<file path="src/common/usbdev_link_pkg.sv">
package usbdev_link_pkg;

	// link states of the device as software sees them.
	typedef enum logic [2:0] {
		LinkDisconnect     = 3'd0,
		LinkPowered        = 3'd1,
		LinkPoweredSuspend = 3'd2,
		LinkActive         = 3'd3,
		LinkSuspend        = 3'd4
	} link_state_e;

	localparam int NumIntr = 6;

	localparam int IntrDisconnect = 0;
	localparam int IntrConnect    = 1;
	localparam int IntrReset      = 2;
	localparam int IntrSuspend    = 3;
	localparam int IntrResume     = 4;
	localparam int IntrHostLost   = 5;

endpackage

</file>
<file path="src/common/usbdev_timing_pkg.sv">
package usbdev_timing_pkg;

	localparam int TickDiv  = 48; // 48 MHz clocks per microsecond.
	localparam int TickCntW = $clog2(TickDiv);

	// samples a line level must agree on before it is believed.
	localparam int FilterCycles = 6;

	// se0 longer than ResetTimeout+1 microseconds is a bus reset.
	localparam logic [2:0] ResetTimeout = 3'd3;

	localparam logic [11:0] SuspendTimeout = 12'd3000; // idle microseconds before suspend.

	// bit 12 of the host timer sets after 4096 us without an SOF.
	localparam int HostLostBit = 12;

endpackage

</file>
<file path="src/prim_filter.sv">
`timescale 1ns/10ps

module prim_filter #(
	parameter int Cycles = 4
) (
	input  logic clk_48mhz_i,
	input  logic rst_ni,
	input  logic filter_i,
	output logic filter_o
);

	logic [Cycles-1:0] stage_q;
	logic              out_q;

	always_ff @(posedge clk_48mhz_i or negedge rst_ni) begin
		if (!rst_ni) begin
			stage_q <= '0;
		end else begin
			stage_q <= {stage_q[Cycles-2:0], filter_i};
		end
	end

	// the output only moves once the whole history agrees.
	always_ff @(posedge clk_48mhz_i or negedge rst_ni) begin
		if (!rst_ni) begin
			out_q <= 1'b0;
		end else if (&stage_q) begin
			out_q <= 1'b1;
		end else if (~|stage_q) begin
			out_q <= 1'b0;
		end
	end

	assign filter_o = out_q;

endmodule

</file>
<file path="src/usbdev_us_tick.sv">
`timescale 1ns/10ps

module usbdev_us_tick import usbdev_timing_pkg::*; (
	input  logic clk_48mhz_i,
	input  logic rst_ni,
	output logic us_tick_o
);

	logic [TickCntW-1:0] cnt_q;
	logic                tick_q;
	logic                wrap;

	assign wrap = (cnt_q == TickCntW'(TickDiv - 1));

	always_ff @(posedge clk_48mhz_i or negedge rst_ni) begin
		if (!rst_ni) begin
			cnt_q  <= '0;
			tick_q <= 1'b0;
		end else begin
			cnt_q  <= wrap ? '0 : cnt_q + 1'b1;
			tick_q <= wrap; // registered, so the first tick lands TickDiv clocks out.
		end
	end

	assign us_tick_o = tick_q;

endmodule

</file>
<file path="src/usbdev_linkstate/usbdev_linkstate.sv">
`timescale 1ns/10ps

module usbdev_linkstate import usbdev_link_pkg::*, usbdev_timing_pkg::*; (
	input  logic        clk_48mhz_i,
	input  logic        rst_ni,
	input  logic        us_tick_i,
	input  logic        usb_sense_i,
	input  logic        usb_rx_d_i,
	input  logic        usb_rx_se0_i,
	input  logic        sof_valid_i,
	output logic        link_disconnect_o,
	output logic        link_connect_o,
	output logic        link_reset_o,
	output logic        link_suspend_o,
	output logic        link_resume_o,
	output logic        host_lost_o,
	output link_state_e link_state_o
);

	typedef enum logic [1:0] {
		RstNone,
		RstCnt,
		RstPend
	} rst_state_e;

	typedef enum logic [1:0] {
		InacWatch,
		InacCnt,
		InacPend
	} inac_state_e;

	link_state_e link_state_d, link_state_q;
	rst_state_e  rst_state_d, rst_state_q;
	inac_state_e inac_state_d, inac_state_q;

	logic [2:0]           rst_timer_d, rst_timer_q;
	logic [11:0]          inac_timer_d, inac_timer_q;
	logic [HostLostBit:0] host_timer_q;

	logic see_se0;
	logic see_idle;
	logic see_pwr_sense;
	logic line_idle_raw;
	logic monitor_inac;
	logic ev_reset;
	logic ev_bus_inactive;
	logic ev_bus_active;

	assign line_idle_raw = usb_rx_d_i & ~usb_rx_se0_i; // idle J on the line.

	prim_filter #(.Cycles(FilterCycles)) u_filter_se0 (
		.clk_48mhz_i(clk_48mhz_i),
		.rst_ni     (rst_ni),
		.filter_i   (usb_rx_se0_i),
		.filter_o   (see_se0)
	);

	prim_filter #(.Cycles(FilterCycles)) u_filter_idle (
		.clk_48mhz_i(clk_48mhz_i),
		.rst_ni     (rst_ni),
		.filter_i   (line_idle_raw),
		.filter_o   (see_idle)
	);

	prim_filter #(.Cycles(FilterCycles)) u_filter_sense (
		.clk_48mhz_i(clk_48mhz_i),
		.rst_ni     (rst_ni),
		.filter_i   (usb_sense_i),
		.filter_o   (see_pwr_sense)
	);

	assign ev_bus_active = ~see_idle;
	assign monitor_inac  = see_pwr_sense &
		((link_state_q == LinkPowered) | (link_state_q == LinkActive));

	always_comb begin
		link_state_d  = link_state_q;
		link_resume_o = 1'b0;
		if (!see_pwr_sense) begin
			link_state_d = LinkDisconnect;
		end else begin
			unique case (link_state_q)
				LinkDisconnect: link_state_d = LinkPowered;
				LinkPowered: begin
					if (ev_reset) begin
						link_state_d = LinkActive;
					end else if (ev_bus_inactive) begin
						link_state_d = LinkPoweredSuspend;
					end
				end
				LinkPoweredSuspend: begin
					if (ev_reset) begin
						link_state_d  = LinkActive;
						link_resume_o = 1'b1;
					end else if (ev_bus_active) begin
						link_state_d  = LinkPowered;
						link_resume_o = 1'b1;
					end
				end
				LinkActive: begin
					if (ev_bus_inactive) begin
						link_state_d = LinkSuspend;
					end
				end
				LinkSuspend: begin
					if (ev_reset || ev_bus_active) begin
						link_state_d  = LinkActive;
						link_resume_o = 1'b1;
					end
				end
				default: link_state_d = LinkDisconnect;
			endcase
		end
	end

	// the reset detector times se0 in microseconds and fires when it ends.
	always_comb begin
		rst_state_d  = rst_state_q;
		rst_timer_d  = rst_timer_q;
		ev_reset     = 1'b0;
		link_reset_o = (rst_state_q == RstPend);
		unique case (rst_state_q)
			RstNone: begin
				rst_timer_d = '0;
				if (see_se0) rst_state_d = RstCnt;
			end
			RstCnt: begin
				if (!see_se0) begin
					rst_state_d = RstNone;
				end else if (us_tick_i) begin
					if (rst_timer_q == ResetTimeout) rst_state_d = RstPend;
					else rst_timer_d = rst_timer_q + 1'b1;
				end
			end
			RstPend: begin
				if (!see_se0) begin
					rst_state_d = RstNone;
					ev_reset    = 1'b1;
				end
			end
			default: rst_state_d = RstNone;
		endcase
	end

	// the inactivity detector is only armed in powered or active.
	always_comb begin
		inac_state_d    = inac_state_q;
		inac_timer_d    = inac_timer_q;
		ev_bus_inactive = 1'b0;
		unique case (inac_state_q)
			InacWatch: begin
				inac_timer_d = '0;
				if (see_idle && monitor_inac) inac_state_d = InacCnt;
			end
			InacCnt: begin
				if (!see_idle || !monitor_inac) begin
					inac_state_d = InacWatch;
				end else if (us_tick_i) begin
					if (inac_timer_q == SuspendTimeout) begin
						inac_state_d    = InacPend;
						ev_bus_inactive = 1'b1;
					end else begin
						inac_timer_d = inac_timer_q + 1'b1;
					end
				end
			end
			InacPend: if (!see_idle || !monitor_inac) inac_state_d = InacWatch;
			default: inac_state_d = InacWatch;
		endcase
	end

	always_ff @(posedge clk_48mhz_i or negedge rst_ni) begin
		if (!rst_ni) begin
			link_state_q <= LinkDisconnect;
			rst_state_q  <= RstNone;
			rst_timer_q  <= '0;
			inac_state_q <= InacWatch;
			inac_timer_q <= '0;
		end else begin
			link_state_q <= link_state_d;
			rst_state_q  <= rst_state_d;
			rst_timer_q  <= rst_timer_d;
			inac_state_q <= inac_state_d;
			inac_timer_q <= inac_timer_d;
		end
	end

	// the host presence timer saturates once the top bit is set.
	// it clears on the same edge that leaves active.
	always_ff @(posedge clk_48mhz_i or negedge rst_ni) begin
		if (!rst_ni) begin
			host_timer_q <= '0;
		end else if (sof_valid_i || link_state_d != LinkActive || link_reset_o) begin
			host_timer_q <= '0;
		end else if (us_tick_i && !host_lost_o) begin
			host_timer_q <= host_timer_q + 1'b1;
		end
	end

	assign host_lost_o       = host_timer_q[HostLostBit];
	assign link_disconnect_o = (link_state_q == LinkDisconnect);
	assign link_connect_o    = (link_state_q != LinkDisconnect);
	assign link_suspend_o    = (link_state_q == LinkSuspend) |
		(link_state_q == LinkPoweredSuspend);
	assign link_state_o      = link_state_q;

endmodule

</file>
<file path="src/usbdev_link_events.sv">
`timescale 1ns/10ps

module usbdev_link_events import usbdev_link_pkg::*; (
	input  logic               clk_48mhz_i,
	input  logic               rst_ni,
	input  logic               link_disconnect_i,
	input  logic               link_connect_i,
	input  logic               link_reset_i,
	input  logic               link_suspend_i,
	input  logic               link_resume_i,
	input  logic               host_lost_i,
	input  logic [NumIntr-1:0] intr_clear_i,
	output logic [NumIntr-1:0] intr_state_o
);

	logic [NumIntr-1:0] lvl, lvl_q;
	logic [NumIntr-1:0] event_set;
	logic [NumIntr-1:0] intr_q;

	always_comb begin
		lvl                 = '0;
		lvl[IntrDisconnect] = link_disconnect_i;
		lvl[IntrConnect]    = link_connect_i;
		lvl[IntrReset]      = link_reset_i;
		lvl[IntrSuspend]    = link_suspend_i;
		lvl[IntrHostLost]   = host_lost_i;
		event_set             = lvl & ~lvl_q;
		event_set[IntrResume] = link_resume_i; // already a single-cycle pulse.
	end

	always_ff @(posedge clk_48mhz_i or negedge rst_ni) begin
		if (!rst_ni) begin
			lvl_q                 <= '0;
			lvl_q[IntrDisconnect] <= 1'b1; // the link comes out of reset disconnected.
			intr_q                <= '0;
		end else begin
			lvl_q  <= lvl;
			intr_q <= (intr_q & ~intr_clear_i) | event_set; // a new event beats a clear.
		end
	end

	assign intr_state_o = intr_q;

endmodule

</file>
<file path="src/usbdev_link_top.sv">
`timescale 1ns/10ps

module usbdev_link_top import usbdev_link_pkg::*; (
	input  logic               clk_48mhz_i,
	input  logic               rst_ni,
	input  logic               usb_sense_i,
	input  logic               usb_rx_d_i,
	input  logic               usb_rx_se0_i,
	input  logic               sof_valid_i,
	input  logic [NumIntr-1:0] intr_clear_i,
	output link_state_e        link_state_o,
	output logic               link_reset_o,
	output logic               link_suspend_o,
	output logic               host_lost_o,
	output logic [NumIntr-1:0] intr_state_o
);

	logic us_tick;
	logic link_disconnect;
	logic link_connect;
	logic link_resume;

	usbdev_us_tick u_us_tick (
		.clk_48mhz_i(clk_48mhz_i),
		.rst_ni     (rst_ni),
		.us_tick_o  (us_tick)
	);

	usbdev_linkstate u_linkstate (
		.clk_48mhz_i      (clk_48mhz_i),
		.rst_ni           (rst_ni),
		.us_tick_i        (us_tick),
		.usb_sense_i      (usb_sense_i),
		.usb_rx_d_i       (usb_rx_d_i),
		.usb_rx_se0_i     (usb_rx_se0_i),
		.sof_valid_i      (sof_valid_i),
		.link_disconnect_o(link_disconnect),
		.link_connect_o   (link_connect),
		.link_reset_o     (link_reset_o),
		.link_suspend_o   (link_suspend_o),
		.link_resume_o    (link_resume),
		.host_lost_o      (host_lost_o),
		.link_state_o     (link_state_o)
	);

	usbdev_link_events u_link_events (
		.clk_48mhz_i      (clk_48mhz_i),
		.rst_ni           (rst_ni),
		.link_disconnect_i(link_disconnect),
		.link_connect_i   (link_connect),
		.link_reset_i     (link_reset_o),
		.link_suspend_i   (link_suspend_o),
		.link_resume_i    (link_resume),
		.host_lost_i      (host_lost_o),
		.intr_clear_i     (intr_clear_i),
		.intr_state_o     (intr_state_o)
	);

endmodule

</file>
<file path="config.mk">
export PLATFORM = sky130hd
export DESIGN_NAME = usbdev_link_top
export DESIGN_NICKNAME = d
export VERILOG_FILES = /design/src/common/usbdev_link_pkg.sv /design/src/common/usbdev_timing_pkg.sv /design/src/prim_filter.sv /design/src/usbdev_us_tick.sv /design/src/usbdev_linkstate/usbdev_linkstate.sv /design/src/usbdev_link_events.sv /design/src/usbdev_link_top.sv
export SDC_FILE = /design/constraint.sdc
export NUM_CORES = 1
export LEC_CHECK = 0
export ABC_CLOCK_PERIOD_IN_PS = 2400
export BUFFER_PORTS_ARGS = -buffer_cell sky130_fd_sc_hd__buf_2
export CAP_MARGIN = 15
export CELL_PAD_IN_SITES_DETAIL_PLACEMENT = 1
export CELL_PAD_IN_SITES_GLOBAL_PLACEMENT = 1
export CORE_AREA = 10 10 107 109
export CTS_BUF_LIST = sky130_fd_sc_hd__clkbuf_8
export DETAILED_ROUTE_END_ITERATION = 7
export DIE_AREA = 0 0 117 119
export PLACE_DENSITY = 0.65
export SLEW_MARGIN = 20
export SYNTH_ARGS = -nofsm -noshare
export SYNTH_HDL_FRONTEND = slang
export SYNTH_HIERARCHICAL = 1
export SYNTH_SLANG_ARGS = --single-unit
</file>
<file path="constraint.sdc">
create_clock -name clk_48mhz_i -period 2.4 [get_ports clk_48mhz_i]
set_input_delay 0.12 -clock clk_48mhz_i [delete_from_list [all_inputs] [get_ports clk_48mhz_i]]
set_output_delay 0.12 -clock clk_48mhz_i [all_outputs]
set_load 0.1 [all_outputs]
</file>
Word level (Yosys, flattened, before mapping) --
Cells that the tools add are included.
Word-level totals: flip-flop bits (word level) 74, bits in latches 0, memory bits (writable) 0, ROM bits 0, bits of input ports 12, output and inout bits 12, word-level logic and storage cells 134, memories kept 0
Operators by class: add/subtract/negate cells 4, $mul 0, div/mod/pow operators 0, order comparisons 0, equal/unequal tests 29, shift operators 0, mux-type cells 48, bitwise operators 11, reduce and logical (&&, ||, !) cells 26
Operators with widths (number):
- 12-bit two-way mux | 3
- 3-bit two-way mux | 10
- 13-bit two-way mux | 2
- 12-bit one-hot mux with 2 select lines | 1
- 2-bit inequality test, second input constant | 11
- 2-bit two-way mux | 10
- 6-bit AND reduction | 3
- 6-bit OR reduction | 3
- 1-bit two-way mux | 16
- 4-bit AND reduction | 4
- 3-bit one-hot mux with 5 select lines | 1
- 13-bit by 1-bit adder with 13-bit output, second input constant | 1
- 12-bit by 1-bit adder with 12-bit output, second input constant | 1
- 6-bit AND | 2
- 12-bit equality test, second input constant | 1
- 6-bit inverter | 2
- 2-bit one-hot mux with 3 select lines | 2
- 3-bit by 2-bit equality test with 1-bit output, second input constant | 3
- 3-bit by 2-bit inequality test with 1-bit output, second input constant | 3
- 6-bit by 1-bit adder with 6-bit output, second input constant | 1
- 6-bit equality test, second input constant | 1
- 6-bit two-way mux | 1
- 6-bit bitwise OR | 1
- 3-bit one-hot mux with 2 select lines | 1
- other kinds (19) | 34

Depth between registers and ports, before layout --
depth in word-level cells 15, mapped depth 8, mapped depth without buffers 7

Hierarchy --
The synthesis kept the hierarchy.
By module, submodules not included:
- usbdev_linkstate | instances 1, cells each 196, area each 1895.6 sq um, sequential area each 875.8 sq um
- prim_filter | instances 3, cells each 12, area each 207.7 sq um, sequential area each 175.2 sq um
- usbdev_link_events | instances 1, cells each 28, area each 387.9 sq um, sequential area each 276.5 sq um
- usbdev_us_tick | instances 1, cells each 23, area each 284.0 sq um, sequential area each 175.2 sq um

Worst setup path before layout --
OpenSTA, ideal clock, no wires.
path kind reg2reg, from register u_linkstate.link_state_q[1], in the netlist u_linkstate/link_state_o[1], to register u_link_events.intr_q[4], in the netlist u_link_events/intr_state_o[4], setup time 0.066 ns, arrival 3.012 ns, required time 2.334 ns, setup slack -0.679 ns, stages on the path, launching flop included 7, buffers on the path 1, clock period less this slack 3.079 ns, cells stage by stage dfrtp_1 > clkbuf_1 > xnor2_1 > nor2_1 > nand2_1 > a21oi_1 > a21o_1
Between the ends: longest elaborated chain between the ends 4, elaborated cells on any way between the ends 5, those cells by class 2 x eq/ne; 2 x mux; 1 x bitwise
RTL lines:
- start: declaration | line usbdev_linkstate.sv:32 | link_state_e link_state_d, link_state_q;
- start signal: assignment | line usbdev_linkstate.sv:174 | link_state_q <= LinkDisconnect;
- start signal: assignment | line usbdev_linkstate.sv:180 | link_state_q <= link_state_d;
- 3-bit equality test or 3-bit by 2-bit equality test with 1-bit output (tied branches) | line usbdev_linkstate.sv:82 | unique case (link_state_q)
- 1-bit one-hot mux with 2 select lines (*) | line usbdev_linkstate.sv:82
- 1-bit two-way mux (*) | line usbdev_linkstate.sv:79 | if (!see_pwr_sense) begin
- named net link_resume | line usbdev_link_top.sv:21 | logic link_resume;
- 6-bit bitwise OR (*) | line usbdev_link_events.sv:38 | intr_q <= (intr_q & ~intr_clear_i) | event_set;
- end signal: assignment | line usbdev_link_events.sv:38
- end: declaration | line usbdev_link_events.sv:18 | logic [NumIntr-1:0] intr_q;
The timed path passes the listed nets; every way through them passes the cells marked *. A chain may end at the register's enable or synchronous reset.

Worst setup path in the final report --
from register u_linkstate.inac_timer_q[6], to register u_linkstate.host_timer_q[8]
Between the ends: longest elaborated chain between the ends 13, elaborated cells on any way between the ends 15, those cells by class 2 x eq/ne; 10 x mux; 3 x reduce/logical
RTL lines:
- start: declaration | line usbdev_linkstate.sv:37 | logic [11:0] inac_timer_d, inac_timer_q;
- start signal: assignment | line usbdev_linkstate.sv:184 | inac_timer_q <= inac_timer_d;
- 12-bit equality test (*) | line usbdev_linkstate.sv:159 | if (inac_timer_q == SuspendTimeout) begin
- 1-bit two-way mux (*) | line usbdev_linkstate.sv:159
- 1-bit two-way mux (*) | line usbdev_linkstate.sv:158 | end else if (us_tick_i) begin
- 1-bit two-way mux (*) | line usbdev_linkstate.sv:156 | if (!see_idle || !monitor_inac) begin
- 1-bit two-way mux (*) | line usbdev_linkstate.sv:150 | unique case (inac_state_q)
- 3-bit two-way mux | line usbdev_linkstate.sv:87 | end else if (ev_bus_inactive) begin
- 3-bit two-way mux | line usbdev_linkstate.sv:85 | if (ev_reset) begin
- 3-bit one-hot mux with 5 select lines (*) | line usbdev_linkstate.sv:82
- 3-bit two-way mux (*) | line usbdev_linkstate.sv:79
- 3-bit by 2-bit inequality test with 1-bit output (*) | line usbdev_linkstate.sv:193 | end else if (sof_valid_i || link_state_d != LinkActive || link_reset_o) begin
- 1-bit logical OR (*) (2 in series) | line usbdev_linkstate.sv:193
- 13-bit two-way mux or 2-bit nonzero test (tied branches)
- end signal: assignment | line usbdev_linkstate.sv:196 | host_timer_q <= host_timer_q + 1'b1;
- end: declaration | line usbdev_linkstate.sv:38 | logic [HostLostBit:0] host_timer_q;
Every way passes the cells marked *; elsewhere a longest branch is shown, timed or not.

==> metrics.md <==
| Metric | Value |
|---|---|
| Pin count of the biggest net entering global routing | `75` |
| Slew @ Worst Pin | `0.920 ns` |
| Cell Area, Synth | `3190 um^2` |
| Initial Util | `33.7%` |
| Critical path launch point type | `flop` |
| FF-to-FF End | `u_linkstate/host_timer_q[8]$_DFFE_PN0P_` |
| Int Pwr | `2100 uW` |
| Seq/Total Area, Yosys | `58.1%` |
| Fraction of layout cells with a size suffix above 1 | `18.5%` |
| CP top delay family | `simple AND/OR/NAND/NOR gates` |
| Max cap viols | `0` |
| Inserted Diodes | `0` |
| WP data arrival | `2.26 ns` |
| CP Buf/Inv Count | `1` |
| PortBufs | `23` |
| TritonCTS clock tree | `done` |
| Vias | `2,205` |
| Dpl ws | `0.365 ns` |
| Avg WL per Cell | `14.5 um` |
| CP max FO | `13` |
| Comb power frac | `12.9%` |
| Simple-gate share of the synthesized area | `18.4%` |
| Post-synth ARST share | `100%` |
| Metal3 WL | `206 um` |
| Sw Share | `28.5%` |
| Hold endpoint | `u_linkstate/u_filter_idle/stage_q[0]$_DFF_PN0_` |
| CTS root buf | `clkbuf_8` |
| Hold path start | `usb_rx_d_i` |
| Core area | `9460 um^2` |
| FF-to-FF path depth | `6` |
| Post-synthesis mux area share | `0.667%` |
| GPL Wtd Cong | `0.744` |
| CTS HTree Levels | `3` |
| GRT overflow | `0` |
| Final wirelength | `6.41 mm` |
| Post-route total power | `2940 uW` |
| Setup Viol. Count Final | `0` |
| LEAKAGE | `0.00164 uW` |
| Synthesized-area fraction occupied by adder cells | `2.35%` |
| Setup ws final | `0.387 ns` |
| Wire length on met1 | `2.91 mm` |
| Slowest cell delay on critical path | `0.42 ns` |
| Vias in the first global route | `2,418` |
| Initial DRC count | `62` |
| Tcrit/Tclk final | `83.9%` |
| RSZ-0062 raised after global routing | `no` |
| Max Slew Vio Count | `0` |
| Most frequent cells after synthesis | `dfrtp_1 (73), nor2_1 (31), inv_1 (19)` |
| Flop-to-flop setup slack | `0.39 ns` |
| Crit Path Class | `reg2reg` |
| Final setup TNS | `0 ns` |
| Initial antenna violation count | `0` |
| Boundary Pins | `24` |
| DRC Markers | `0` |
| Synth warnings | `6` |
| Layout fillers | `1,037` |
| Gr usage total | `10.2%` |
| Flop pwr share | `47.5%` |
| Top_reg_cell synth | `dfrtp_1` |
| Largest family of logic cells by synthesized area | `simple AND/OR/NAND/NOR gates` |
| Rel. slew slack | `38.7%` |
| Setup bufs post-CTS | `0` |
| Die ar. | `13,900 um^2` |
| Status | `completed` |
| Clock Power Share | `39.6%` |
| Peak supply drop | `0.380 mV` |
| P_sw | `838 uW` |
| First-pass GRT wire length | `11.4 mm` |
| Most frequent cell after synthesis | `dfrtp_1` |
| Post-synth EDFFs | `0` |
| Post-Syn Nets | `301` |
| Hold_ws | `0.0224 ns` |
| Minimum clock period | `2.01 ns` |
| Die height | `119 um` |
| Xor and xnor area share after synthesis | `6.31%` |
| Skew final | `0.0103 ns` |
| HPWL after detailed placement | `4.30 mm` |
| Top-area cell type share of the netlist area | `57.3%` |
| Hold depth | `2` |
| Reg clk slew, reported paths | `0.08 ns` |
| Synth area leader | `dfrtp_1` |
| WP depth | `6` |
| Final hold vios | `0` |
| Hold Crit Class | `in2reg` |
| Clock sinks | `74` |
| Post-route ant nets | `0` |
| PwrDens | `776 nW/um^2` |
| Fin nets | `342` |
| CTS Buf Count | `9` |
| Avg Cell Area, Syn | `11.3 um^2` |
| Unique masters post-synth | `50` |
| Met2 Wirelength | `3.15 mm` |
| Achievable Freq | `0.497 GHz` |
| Synth Area in Compound Gates | `11.1%` |
| Slowest CP cell | `dfrtp_1` |
| Top Metal Used | `met4` |
| Width of the die | `117 um` |
| Synthesized instance count | `283` |
| Area Growth Syn to Fin | `18.6%` |
| Worst endpoint required time | `2.64 ns` |
| #FFs+latches synth | `74` |
| Crit path capture type | `flop` |
| Crit-path cells | `or3_4, nor4_4, a31oi_1, o2111ai_2, buf_4, nor2_1` |
| FP Rows | `36` |
| DR vias/cell | `4.98` |
| Clock buffer depth | `2` |
| Drt first pass iters | `4` |
| Clock Latency Late Sink | `0.36 ns` |
| Area contributors post-synth | `dfrtp_1 (57%), xnor2_1 (3.8%), nor2_1 (3.6%)` |
| Crit Reg-Reg Startpoint | `u_linkstate/inac_timer_q[6]$_DFFE_PN0P_` |
[worst register-to-register path, cell delays in order, from the launching register on]
cell and delay [ns]:
dfrtp_1 0.42, or3_4 0.41, nor4_4 0.39, a31oi_1 0.19, o2111ai_2 0.21, buf_4 0.21, nor2_1 0.07
[through the flow]
stage | std cells | utilization (%) | cell area [um^2]
after detailed placement | 419 | 36.6 | 3460
after global routing | 443 | 40.0 | 3780
after floorplan | 283 | - | 3200
final | 443 | 40.0 | 3780
after CTS | 443 | 40.0 | 3780
after global placement | 419 | 36.6 | 3460
[state kept, by name, indices dropped and copies added, names as in the netlist, 5 cells and up]
signal / count
u_linkstate/u_filter_idle/stage_q: 6
u_link_events/lvl_q: 5
u_linkstate/host_timer_q: 13
u_link_events/intr_state_o: 6
u_us_tick/cnt_q: 6
u_linkstate/inac_timer_q: 12
u_linkstate/u_filter_se0/stage_q: 6
u_linkstate/u_filter_sense/stage_q: 6
[routing by layer]
metal | up-vias | global-route usage, %
met1 | 1093 | 12.0
met5 | - | 0
met4 | 0 | 5.10
li1 | 1072 | -
met3 | 14 | 3.21
met2 | 26 | 16.4
[cell type report]
class,instances,area [um^2],share of cell area (%)
flip-flops and latches,74,1850,49.0
repair buffers,35,228,6.02
clock buffers,9,124,3.27
well taps,114,143,3.77
inverters,19,71.3,1.88
clock inverters,7,119,3.14
multi-input cells,185,1250,33.0
[repair_timing]
item | CTS | global route
hold buffers | 8 | 0
gates resized for setup | 0 | 0
endpoints found under the hold margin | 81 | 0
[kinds of logic (layout without fill, tap and decap cells)]
logic type      after synthesis  after routing
simple gates                109            109
flops                        74             74
compound gates               45             45
buf+inv                      24             70
xor+xnor                     23             23
fa+ha+maj                     6              6
mux                           2              2
[worst max path at each step]
stage / start / to
after global placement: u_linkstate/inac_timer_q[6]$_DFFE_PN0P_ / u_linkstate/host_timer_q[10]$_DFFE_PN0P_
after global routing: u_linkstate/inac_timer_q[6]$_DFFE_PN0P_ / u_linkstate/host_timer_q[10]$_DFFE_PN0P_
after detailed placement: u_linkstate/inac_timer_q[6]$_DFFE_PN0P_ / u_linkstate/host_timer_q[4]$_DFFE_PN0P_
after CTS: u_linkstate/inac_timer_q[6]$_DFFE_PN0P_ / u_linkstate/host_timer_q[4]$_DFFE_PN0P_
final: u_linkstate/inac_timer_q[6]$_DFFE_PN0P_ / u_linkstate/host_timer_q[8]$_DFFE_PN0P_
after floorplan: u_linkstate/link_state_o[0]$_DFF_PN0_ / u_linkstate/host_timer_q[12]$_DFFE_PN0P_
[placed cells by master, fill, tap and decap left out, drive strengths merged, types with 3 or more instances in the layout]
master / instances
a21oi: 8
and3b: 3
buf: 27
clkbuf: 9
dlygate4sd3: 8
a22o: 3
o211ai: 3
o21ai: 6
nand4: 8
or3: 6
nor3b: 3
nand3: 16
nor2: 31
nor2b: 4
xor2: 9
nand2: 16
o31ai: 7
dfrtp: 73
and2: 3
inv: 20
bufinv: 3
and3: 4
xnor2: 14
ha: 6
nor3: 7
o22ai: 5
[power by group through the flow]
stage	clock network, uW	logic [uW]	registers (uW)
3_5_place_dp	0	375	1420
4_1_cts	1210	385	1400
3_3_place_gp	0	364	1420
2_1_floorplan	0	137	1540
6_report	1160	379	1390
5_1_grt	1260	409	1410
(Power assumes the default switching activity.)
